[src/logic/aluOpPkg.sv]
package aluOpPkg;

  // bit 5 marks the 32-bit word form, low 5 bits pick the operation
  localparam int wordBit = 5;

  // jump and branch ops occupy this range of the low 5 bits
  localparam logic [4:0] ctlFirst = 5'd21;
  localparam logic [4:0] ctlLast  = 5'd28;

  typedef enum logic [5:0] {
    opSll    = 6'd1,
    opSrl    = 6'd2,
    opSra    = 6'd3,
    opAdd    = 6'd4,  // also loads and stores
    opSub    = 6'd5,
    opMul    = 6'd10,
    opMulh   = 6'd11,
    opMulhu  = 6'd12,
    opMulhsu = 6'd13,
    opXor    = 6'd14,
    opOr     = 6'd15,
    opAnd    = 6'd16,
    opSlt    = 6'd17,
    opSltu   = 6'd18,
    opAuipc  = 6'd19,
    opLui    = 6'd20,
    opJalr   = 6'd21,
    opJal    = 6'd22,
    opBeq    = 6'd23,
    opBne    = 6'd24,
    opBlt    = 6'd25,
    opBge    = 6'd26,
    opBltu   = 6'd27,
    opBgeu   = 6'd28,
    opSllw   = 6'd33,
    opSrlw   = 6'd34,
    opSraw   = 6'd35,
    opAddw   = 6'd36,
    opSubw   = 6'd37,
    opMulw   = 6'd42
  } aluOpT;

  // operand source, bit 2 picks lane 2
  typedef enum logic [2:0] {
    fwdReg = 3'b000,  // register file value
    fwdW1  = 3'b001,
    fwdM1  = 3'b010,
    fwdW2  = 3'b101,
    fwdM2  = 3'b110
  } fwdSelT;

endpackage

[src/logic/execPkg.sv]
package execPkg;

  localparam int xlen = 64;

  typedef logic [xlen-1:0] xwordT;

  // decoded control for one lane
  typedef struct packed {
    aluOpPkg::aluOpT   aluOp;
    logic              aluSrc;  // operand B from immediate
    logic              jump;
    logic              branch;
    aluOpPkg::fwdSelT  fwdA;
    aluOpPkg::fwdSelT  fwdB;
  } laneCtrlT;

  // register file reads, pc and extended immediate
  typedef struct packed {
    xwordT rd1;
    xwordT rd2;
    xwordT pc;
    xwordT imm;
  } laneDataT;

  // combinational lane result, registered by the commit block
  typedef struct packed {
    xwordT aluResult;
    xwordT writeData;  // forwarded B, store data
    logic  redirect;
    xwordT target;
  } laneOutT;

  // values a lane can forward from
  typedef struct packed {
    xwordT resultW1;
    xwordT resultW2;
    xwordT aluResultM1;
    xwordT aluResultM2;
  } fwdBusT;

endpackage

[src/logic/executeCommit.sv]
`timescale 1ns/1ps

module executeCommit (
  input  logic             clk,
  input  logic             rstN,
  input  logic             enableE,
  input  execPkg::laneOutT lane1,
  input  execPkg::laneOutT lane2,
  output execPkg::xwordT   aluResultM1,
  output execPkg::xwordT   aluResultM2,
  output execPkg::xwordT   writeDataM1,
  output execPkg::xwordT   writeDataM2,
  output logic             pcSrc,
  output execPkg::xwordT   pcTarget,
  output logic             lane2Kill
);

  // lane 1 holds the older instruction, so its redirect wins
  always_ff @(posedge clk) begin
    if (!rstN) begin
      aluResultM1 <= '0;
      aluResultM2 <= '0;
      writeDataM1 <= '0;
      writeDataM2 <= '0;
      pcSrc       <= 1'b0;
      pcTarget    <= '0;
      lane2Kill   <= 1'b0;
    end else if (enableE) begin  // low enableE holds everything
      aluResultM1 <= lane1.aluResult;
      aluResultM2 <= lane2.aluResult;
      writeDataM1 <= lane1.writeData;
      writeDataM2 <= lane2.writeData;
      if (lane1.redirect) begin
        pcSrc     <= 1'b1;
        pcTarget  <= lane1.target;
        lane2Kill <= 1'b1;  // younger lane is squashed
      end else begin
        pcSrc     <= lane2.redirect;
        pcTarget  <= lane2.target;
        lane2Kill <= 1'b0;
      end
    end
  end

endmodule

[config.mk]
export PLATFORM = sky130hd
export DESIGN_NAME = executeCommit
export DESIGN_NICKNAME = d
export VERILOG_FILES = /design/src/logic/aluOpPkg.sv /design/src/logic/execPkg.sv /design/src/logic/executeCommit.sv
export SDC_FILE = /design/constraint.sdc
export NUM_CORES = 1
export LEC_CHECK = 0
export CAP_MARGIN = 20
export CORE_AREA = 2 2 280 282
export CTS_CLUSTER_SIZE = 8
export DETAILED_ROUTE_END_ITERATION = 10
export DIE_AREA = 0 0 282 284
export DONT_BUFFER_PORTS = 1
export PLACE_DENSITY_LB_ADDON = 0.1
export SLEW_MARGIN = 20
export SYNTH_ARGS = -nofsm -noshare
export SYNTH_HDL_FRONTEND = slang
export SYNTH_SLANG_ARGS = --single-unit
[constraint.sdc]
create_clock -name clk -period 1 [get_ports clk]
set_input_delay 0.05 -clock clk [delete_from_list [all_inputs] [get_ports clk]]
set_output_delay 0.05 -clock clk [all_outputs]
set_load 0.01 [all_outputs]
Word level (Yosys, flattened, before mapping) --
Index checks and enable logic that the tools add are counted.
Word-level totals: flip-flop bits (word level) 322, bits of input ports 389, output and inout port bits 322
Operators by class: multiplexer cells 3
Operators by type and width (number):
- two-way mux 64 bit | 1
- two-way mux 1 bit | 2

Depth between registers and ports, before layout --
Gate-level depths: netlist of run 1.
depth after elaboration 1, depth in mapped cells 5, mapped depth without buffers 2

Least setup slack after synthesis of run 1 --
No wires, ideal clock.
kind input port to flip-flop, start input lane1[64] (netlist bit), end register pcTarget[24], arrival 731 ps, setup slack 148 ps, stages 5, cells stage by stage buf_2 -> buf_6 -> buf_4 -> mux2i_1 -> a21oi_1
On the way: longest elaborated chain between the ends 1
RTL lines:
- start: declaration | line executeCommit.sv:7 | input execPkg::laneOutT lane1,
- two-way mux 64 bit | line executeCommit.sv:33 | if (lane1.redirect) begin
- end signal: assignment | line executeCommit.sv:35 | pcTarget <= lane1.target;
- end signal: assignment | line executeCommit.sv:39 | pcTarget <= lane2.target;
- end: declaration | line executeCommit.sv:14 | output execPkg::xwordT pcTarget,
No other way between the ends. A chain may end at the register's enable or synchronous reset.

Worst setup path in the final report of run 1 --
start register aluResultM1[51], end output aluResultM1[51]
RTL lines:
- start: declaration | line executeCommit.sv:9 | output execPkg::xwordT aluResultM1,
- start signal: assignment | line executeCommit.sv:29 | aluResultM1 <= lane1.aluResult;
No word-level cell between the ends.

==> impl_summary.log, run 1 <==
[metrics] run status: finished with violations
[metrics] violations in the final reports: negative hold slack, negative setup slack
[metrics] Critical Path, Cell by Cell: buf_6
[metrics] Area contributors post-synth: sky130_fd_sc_hd__dfxtp_1 (52%), sky130_fd_sc_hd__mux2i_1 (26%), sky130_fd_sc_hd__nor2b_1 (13%)
[metrics] number of H-tree levels: 2
[metrics] Data arrival, critical path: 1.03 ns
[metrics] post-route cell area: 18900 um^2
[metrics] fraction of the yosys area taken by sequential cells: 0.516
[metrics] root buffer selected by CTS: sky130_fd_sc_hd__clkbuf_16
[metrics] Mean Syn Cell Area: 11.2 um^2
[metrics] Register-to-Register Path Depth: 2
[metrics] initial antenna violation count: 3
[metrics] GRT overflow: 0
[metrics] Starting Density: 0.162
[metrics] detailed placer's ending HPWL: roughly 28 mm
[metrics] endpoint of the most critical register-to-register path: pcTarget[30]
[metrics] number of max-slew violations in the final report: 0
[metrics] worst-case headroom to the max-slew limit: 0.240
[metrics] final critical delay including setup and external delays: roughly 1.1 ns
[metrics] P per Cell Area: 1680 nW/um^2
[metrics] synthesized netlist net count: 1507
[metrics] Distinct cells, synth: 10
[metrics] Critical R2R Launch: pcTarget[30]
[metrics] # placed instances: 2100
[metrics] maximum fanout encountered on the critical timing path: 2
[metrics] WL per Instance: 17.4 um
[metrics] area growth from synthesis to final layout: 51.3%
[metrics] Yosys Warn Count: 0
[metrics] Top delay family on crit path: flip-flops
[metrics] wire length of the first global-routing pass: 60.1 mm
[metrics] part of the cycle the worst path needs: 1.08
[metrics] cell type with the highest aggregate area in the netlist: sky130_fd_sc_hd__dfxtp_1
[metrics] clock slew seen by the registers of the worst setup and hold paths: 0.05 ns
[metrics] static leakage power: 7.52 nW
[metrics] Stages on worst setup path: 1
[metrics] count of clock tree sinks: 322
[metrics] unrepaired setup endpoints after global routing: true
[metrics] fraction of final layout cells with drive strength greater than 1: 0.279
[metrics] placed cell area: ~13000 um^2
[metrics] classification of the worst-slack hold path: input port to register
[metrics] final setup violation count: 34
[metrics] wire length after detailed routing: ~43 mm
[metrics] mapped cell area: 12500 um^2
[metrics] number of buffers and inverters on the critical path: 1
[metrics] number of nets with antenna violations after detailed routing: 0
[metrics] smallest setup slack after layout: -0.0769 ns
[metrics] worst hold slack after final layout: -0.364 ns
[metrics] insertion delay to the later sink of the worst-skew pair: 0.55 ns
[metrics] DIE HEIGHT: 284 um
[metrics] number of iterations in the first detailed-routing pass: 4
[metrics] Die Area: 80100 um^2
[metrics] CTS tree: done
[metrics] actual transition at the worst max-transition pin: 1.14 ns
[metrics] highest-delay cell along the critical path: sky130_fd_sc_hd__dfxtp_4
[metrics] Finished Layout Cells: 2485
[metrics] required time of the critical path: 0.95 ns
[metrics] final-stage net count: 1828
[metrics] capturing element type of the critical path: primary output
[metrics] overall via count from detail_route: a little over 9000
[metrics] synthesized instance count: 1118
[metrics] overall track demand over capacity in global routing: 0.0983
[metrics] area inside the core boundary: 77000 um^2
[metrics] Max Freq: 929 MHz
[metrics] buffers from clock root to sink, at most: 3
[metrics] Top Ports: 711
[metrics] horizontal extent of the die: 282 um
[metrics] Worst Hold Endpoint: writeDataM2[32]
[metrics] Cells on Worst Hold Path: 1
[metrics] via count of the first global-routing pass: approximately 9400
[metrics] setup slack of the most critical reg-to-reg path: around 0.26 ns
[metrics] final count of hold timing violations: 322
[metrics] max-cap check violation count: 0
[metrics] startpoint types: register
[metrics] most common cell after layout, fill and taps aside: sky130_fd_sc_hd__dlygate4sd3_1
[metrics] proportion of netlist area held by the largest area contributor: 0.516
[metrics] worst clock skew: 0 ns
[metrics] fraction of the core area covered by cells at the end of the flow: 0.246
[metrics] critical path's largest stage delay: 0.35 ns
[metrics] Max VDD drop: around 0.00096 V
[metrics] TritonCTS Buffers: 46
[metrics] largest net degree at the start of global routing: 388
[metrics] total of flip-flops plus latches after synthesis: 322
[metrics] most used cells in the layout excluding fill and tap cells: sky130_fd_sc_hd__dlygate4sd3_1 (328), sky130_fd_sc_hd__mux2i_1 (321), sky130_fd_sc_hd__nor2b_1 (257), sky130_fd_sc_hd__dfxtp_2 (161), sky130_fd_sc_hd__dfxtp_4 (161)
[metrics] DRC: 0
[metrics] detailed-route vias per instance: 3.67
[metrics] origin of the worst min-delay path: rstN
[metrics] critical path type: register to primary output
[metrics] port bufs: 0
[metrics] Row Count: 102
[metrics] first-iteration detailed-routing DRC count: 248
[metrics] GP Congestion: 0.762
worst max path at each step:
| stage | start | endpoint | slack [ns] |
|---|---|---|---|
| final | aluResultM1[51] | aluResultM1[51] | -0.08 |
| after global routing | writeDataM1[19] | writeDataM1[19] | -0.15 |
| after CTS | writeDataM1[19] | writeDataM1[19] | -0.15 |
| after detailed placement | lane1[64] | pcTarget[19] | 0.27 |
| after global placement | lane1[64] | pcTarget[19] | 0.24 |
| after floorplan | lane1[64] | pcTarget[24] | 0.15 |
flip-flops by register name, indices dropped and copies added (netlist names):
signal       flops
aluResultM2     64
pcSrc            1
writeDataM2     64
writeDataM1     64
lane2Kill        1
aluResultM1     64
pcTarget        64
metal layers:
| layer | global-route usage | part of all wire |
|---|---|---|
| met5 | 0 | 0 |
| met3 | 0.0400 | 0.10 |
| met1 | 0.0917 | 0.33 |
| met2 | 0.187 | 0.53 |
| met4 | 0.0384 | 0.029 |
cells in the mapped netlist:
| cell type | instances |
|---|---|
| sky130_fd_sc_hd__nor2b_1 | 257 |
| sky130_fd_sc_hd__o21ai_0 | 65 |
| sky130_fd_sc_hd__dfxtp_1 | 322 |
| sky130_fd_sc_hd__buf_2 | 18 |
| sky130_fd_sc_hd__nor2_1 | 1 |
| sky130_fd_sc_hd__clkbuf_1 | 32 |
| sky130_fd_sc_hd__mux2i_1 | 321 |
| sky130_fd_sc_hd__buf_4 | 14 |
| sky130_fd_sc_hd__a21oi_1 | 65 |
| sky130_fd_sc_hd__buf_6 | 23 |
logic make-up (layout without fill, tap and decap cells):
family          count (synthesis)  after routing  share of synthesized area
flops                         322            322                      0.516
mux                           321            321                      0.257
other cells                     0              3                          0
simple gates                  258            258                      0.129
compound gates                130            130                     0.0521
buf+inv                        87            411                     0.0460
power breakdown:
group	switching, mW	total (mW)	internal, mW
clock network	5.67	14.1	8.47
logic	0.878	2.91	2.03
registers	0.992	14.6	13.6
total	7.54	31.7	24.1
repair_timing:
| action | CTS | global route |
|---|---|---|
| endpoints found under the hold margin | 322 | 322 |
| gates resized for setup | 456 | 56 |
| endpoints found under the setup margin | 322 | 303 |
| setup buffers | 2 | 0 |
| pin swaps | 0 | 0 |
| hold buffers | 269 | 64 |
layout make-up:
cell class              count  area [um^2]
diodes                      3         7.51
clock buffers              49         1180
clock inverters             2         38.8
fillers                  8189        58100
multi-input cells         709         5480
flip-flops and latches    322         7250
well taps                1040         1300
repair buffers            360         3640
metrics by stage:
| stage | power, mW | setup TNS [ns] | worst slack [ns] |
|---|---|---|---|
| 5_1_grt | 33.3 | -8.00 | -0.152 |
| 6_report | 31.7 | -1.39 | -0.0769 |
| 4_1_cts | 32.4 | -9.39 | -0.153 |
| 2_1_floorplan | 16.6 | 0 | 0.148 |
| 3_5_place_dp | 16.6 | 0 | 0.268 |
| 3_3_place_gp | 16.6 | 0 | 0.244 |
No activity file was read; power rests on OpenSTA's default activity.
==> run 2: changes to the inputs <==
--- a/config.mk
+++ b/config.mk
@@ -7,6 +7,7 @@
 export LEC_CHECK = 0
 export CAP_MARGIN = 20
 export CORE_AREA = 2 2 280 282
+export CTS_BUF_LIST = sky130_fd_sc_hd__clkbuf_4 sky130_fd_sc_hd__clkbuf_8
 export CTS_CLUSTER_SIZE = 8
 export DETAILED_ROUTE_END_ITERATION = 10
 export DIE_AREA = 0 0 282 284
==> run 2 against run 1 <==
  * The flow still finishes with violations (negative hold slack, negative setup slack)
  * Global-route usage rose by 0.21 points
  * Via count rose by 1.8%
  * Final cell count rose by 2.4%
  * Setup slack got worse by 0.059 ns
  * Critical path depth did not move
  * Clock skew did not move
==> impl_summary.log, run 2 (synthesis gave the netlist of run 1 again) <==
[metrics] detailed-route vias per instance: 3.65 (-0.55%)
[metrics] Cells on Worst Hold Path: 1 (unchanged)
[metrics] buffers from clock root to sink, at most: 3 (unchanged)
[metrics] static leakage power: 7.61 nW (+1.3%)
[metrics] initial antenna violation count: 6 (+3)
[metrics] number of iterations in the first detailed-routing pass: 4 (unchanged)
[metrics] Row Count: 102 (unchanged)
[metrics] fill cell instance count of the final layout: 8243 (+0.66%)
[metrics] horizontal extent of the die: 282 um (unchanged)
[metrics] wire length after detailed routing: 43.5 mm (+0.84%)
[metrics] Stages on worst setup path: 1 (unchanged)
[metrics] area inside the core boundary: 77000 um^2 (unchanged)
[metrics] DIE HEIGHT: 284 um (unchanged)
[metrics] actual transition at the worst max-transition pin: 1.06 ns (-0.0761 ns)
[metrics] Starting Density: 0.162 (unchanged)
[metrics] most used cells in the layout excluding fill and tap cells: sky130_fd_sc_hd__dlygate4sd3_1 (322), sky130_fd_sc_hd__mux2i_1 (321), sky130_fd_sc_hd__nor2b_1 (257), sky130_fd_sc_hd__dfxtp_2 (162), sky130_fd_sc_hd__dfxtp_4 (160)
[metrics] unrepaired setup endpoints after global routing: true
[metrics] max-cap check violation count: 0 (unchanged)
[metrics] GP Congestion: 0.762 (unchanged)
[metrics] insertion delay to the later sink of the worst-skew pair: 0.62 ns (+0.07 ns)
[metrics] classification of the worst-slack hold path: input port to register
[metrics] critical path's largest stage delay: 0.35 ns (about the same)
[metrics] via count of the first global-routing pass: 9725 (+2.9%)
[metrics] overall track demand over capacity in global routing: 0.100 (+0.00214)
[metrics] CTS tree: done
[metrics] number of max-slew violations in the final report: 0 (unchanged)
[metrics] Seq pwr share: 0.460 (-0.002)
[metrics] highest-delay cell along the critical path: sky130_fd_sc_hd__dfxtp_4
[metrics] maximum fanout encountered on the critical timing path: 2 (unchanged)
[metrics] Max VDD drop: 0.000847 V (-12%)
[metrics] critical path type: register to primary output
[metrics] internal power component: 23.8 mW (-1.2%)
[metrics] Top delay family on crit path: flip-flops
[metrics] fraction of final layout cells with drive strength greater than 1: 0.312 (+0.0323)
[metrics] root buffer selected by CTS: sky130_fd_sc_hd__clkbuf_8
[metrics] number of buffers and inverters on the critical path: 1 (unchanged)
[metrics] smallest setup slack after layout: -0.136 ns (-0.0593 ns)
[metrics] startpoint types: register
[metrics] Register-to-Register Path Depth: 3 (+1)
[metrics] run status: finished with violations
[metrics] placed cell area: 13400 um^2 (unchanged)
[metrics] total area of multi-input combinational cells: 5480 um^2 (unchanged)
[metrics] number of nets with antenna violations after detailed routing: 0 (unchanged)
[metrics] share of power burned in combinational logic: 0.091 (about the same)
[metrics] worst hold slack after final layout: -0.439 ns (-0.0741 ns)
[metrics] worst clock skew: 0 ns (unchanged)
[metrics] capturing element type of the critical path: primary output
[metrics] TritonCTS Buffers: 66 (+43%)
[metrics] P per Cell Area: 1670 nW/um^2 (about the same)
[metrics] Overall Power: 31.8 mW (+0.38%)
[metrics] required time of the critical path: 0.95 ns (about the same)
[metrics] number of H-tree levels: 3 (+1)
[metrics] final count of hold timing violations: 322 (unchanged)
[metrics] worst-case headroom to the max-slew limit: 0.290 (+0.0508)
[metrics] switching fraction of total power: 0.250 (+0.0120)
[metrics] final critical delay including setup and external delays: 1.14 ns (+0.0593 ns)
[metrics] Top Ports: 711 (unchanged)
[metrics] most common cell after layout, fill and taps aside: sky130_fd_sc_hd__dlygate4sd3_1
[metrics] area growth from synthesis to final layout: 52.0%
[metrics] GRT overflow: 0 (unchanged)
[metrics] Die Area: 80100 um^2 (unchanged)
[metrics] overall via count from detail_route: 9286 (+1.8%)
[metrics] post-route cell area: 19000 um^2 (+0.45%)
[metrics] DRC: 0 (unchanged)
[metrics] port bufs: 0 (unchanged)
[metrics] Critical Path, Cell by Cell: buf_6
[metrics] count of clock tree sinks: 322 (unchanged)
[metrics] register area: 7250 um^2 (about the same)
[metrics] clock network fraction of total power: 0.449 (+0.003)
[metrics] Max Freq: 880 MHz (-5.2%)
[metrics] part of the cycle the worst path needs: 1.14 (+0.0593)
[metrics] clock slew seen by the registers of the worst setup and hold paths: 0.05 ns (about the same)
[metrics] detailed placer's ending HPWL: 28.5 mm (unchanged)
[metrics] Data arrival, critical path: 1.09 ns (+0.06 ns)
[metrics] final-stage net count: 1842 (+0.77%)
[metrics] wire length of the first global-routing pass: 60.9 mm (+1.4%)
[metrics] largest net degree at the start of global routing: 388 (unchanged)
[metrics] sw power: 7.95 mW (+5.4%)
[metrics] WL per Instance: 17.1 um (-1.5%)
[metrics] final setup violation count: 310 (+810%)
[metrics] violations in the final reports: negative hold slack, negative setup slack
[metrics] first-iteration detailed-routing DRC count: 260 (+4.8%)
[run 2: cell count changes in the layout (fill, tap and decap cells not counted), moves of 3 or more]
cell,before,now
sky130_fd_sc_hd__clkbuf_8,0,76
sky130_fd_sc_hd__clkbuf_16,47,0
sky130_fd_sc_hd__clkbuf_4,0,26
sky130_fd_sc_hd__dlygate4sd3_1,328,322
sky130_fd_sc_hd__clkinv_2,0,3
sky130_fd_sc_hd__diode_2,3,6
[run 2: through the flow]
step / std cells / setup WS (ns) / hold WS (ns) / setup TNS (ns) / utilization
after detailed placement: 2100 / 0.268 / 0.189 / 0 / 0.175
final: 2544 / -0.136 / -0.439 / -9.62 / 0.247
after CTS: 2483 / -0.256 / -0.540 / -42.63 / 0.238
after global placement: 2100 / 0.244 / 0.190 / 0 / 0.175
after floorplan: 1118 / 0.148 / 0.217 / 0 / -
after global routing: 2544 / -0.233 / -0.517 / -38.79 / 0.247
[run 2: cell type report]
type / count / area share
timing repair buffer: 354 / 0.189
clock buffer: 102 / 0.0654
tap: 1040 / 0.0685
antenna: 6 / 0.000791
clock inverter: 11 / 0.00639
multi-input combinational: 709 / 0.288
sequential: 322 / 0.382
[run 2: power by group through the flow]
| stage | logic, mW | clock network, mW | registers [mW] |
|---|---|---|---|
| finish | 2.90 | 14.3 | 14.6 |
| global route | 3.16 | 15.8 | 14.7 |
| CTS | 2.72 | 15.2 | 14.7 |
| detailed placement | 1.68 | 0 | 14.9 |
| global placement | 1.64 | 0 | 15.0 |
| floorplan | 1.89 | 0 | 14.7 |
[run 2: routing by layer]
| layer | wire, um | GRT usage | vias up | part of all wire |
|---|---|---|---|---|
| met3 | 4690 | 0.0436 | 113 | 0.11 |
| met4 | 1670 | 0.0536 | 0 | 0.038 |
| met2 | 22800 | 0.184 | 442 | 0.52 |
| met5 | 0 | 0 | - | 0 |
| li1 | - | - | 4479 | - |
| met1 | 14400 | 0.0923 | 4252 | 0.33 |
[run 2: what timing repair did]
item,CTS,global route
hold endpoints to repair,322,322
setup buffers,2,0
cloned,0,0
endpoints found under the setup margin,322,322
hold buffers,268,55
resized for setup,457,54
[run 2: path summary, 6_finish.rpt]
path / slack, ns / startpoint / endpoint
worst max-delay path: -0.14 / aluResultM1[51] / aluResultM1[51]
worst min-delay path: -0.44 / rstN / writeDataM2[32]
worst max register to register: 0.26 / writeDataM1[41] / writeDataM1[41]
worst min register to register: 0.52 / aluResultM2[9] / aluResultM2[9]
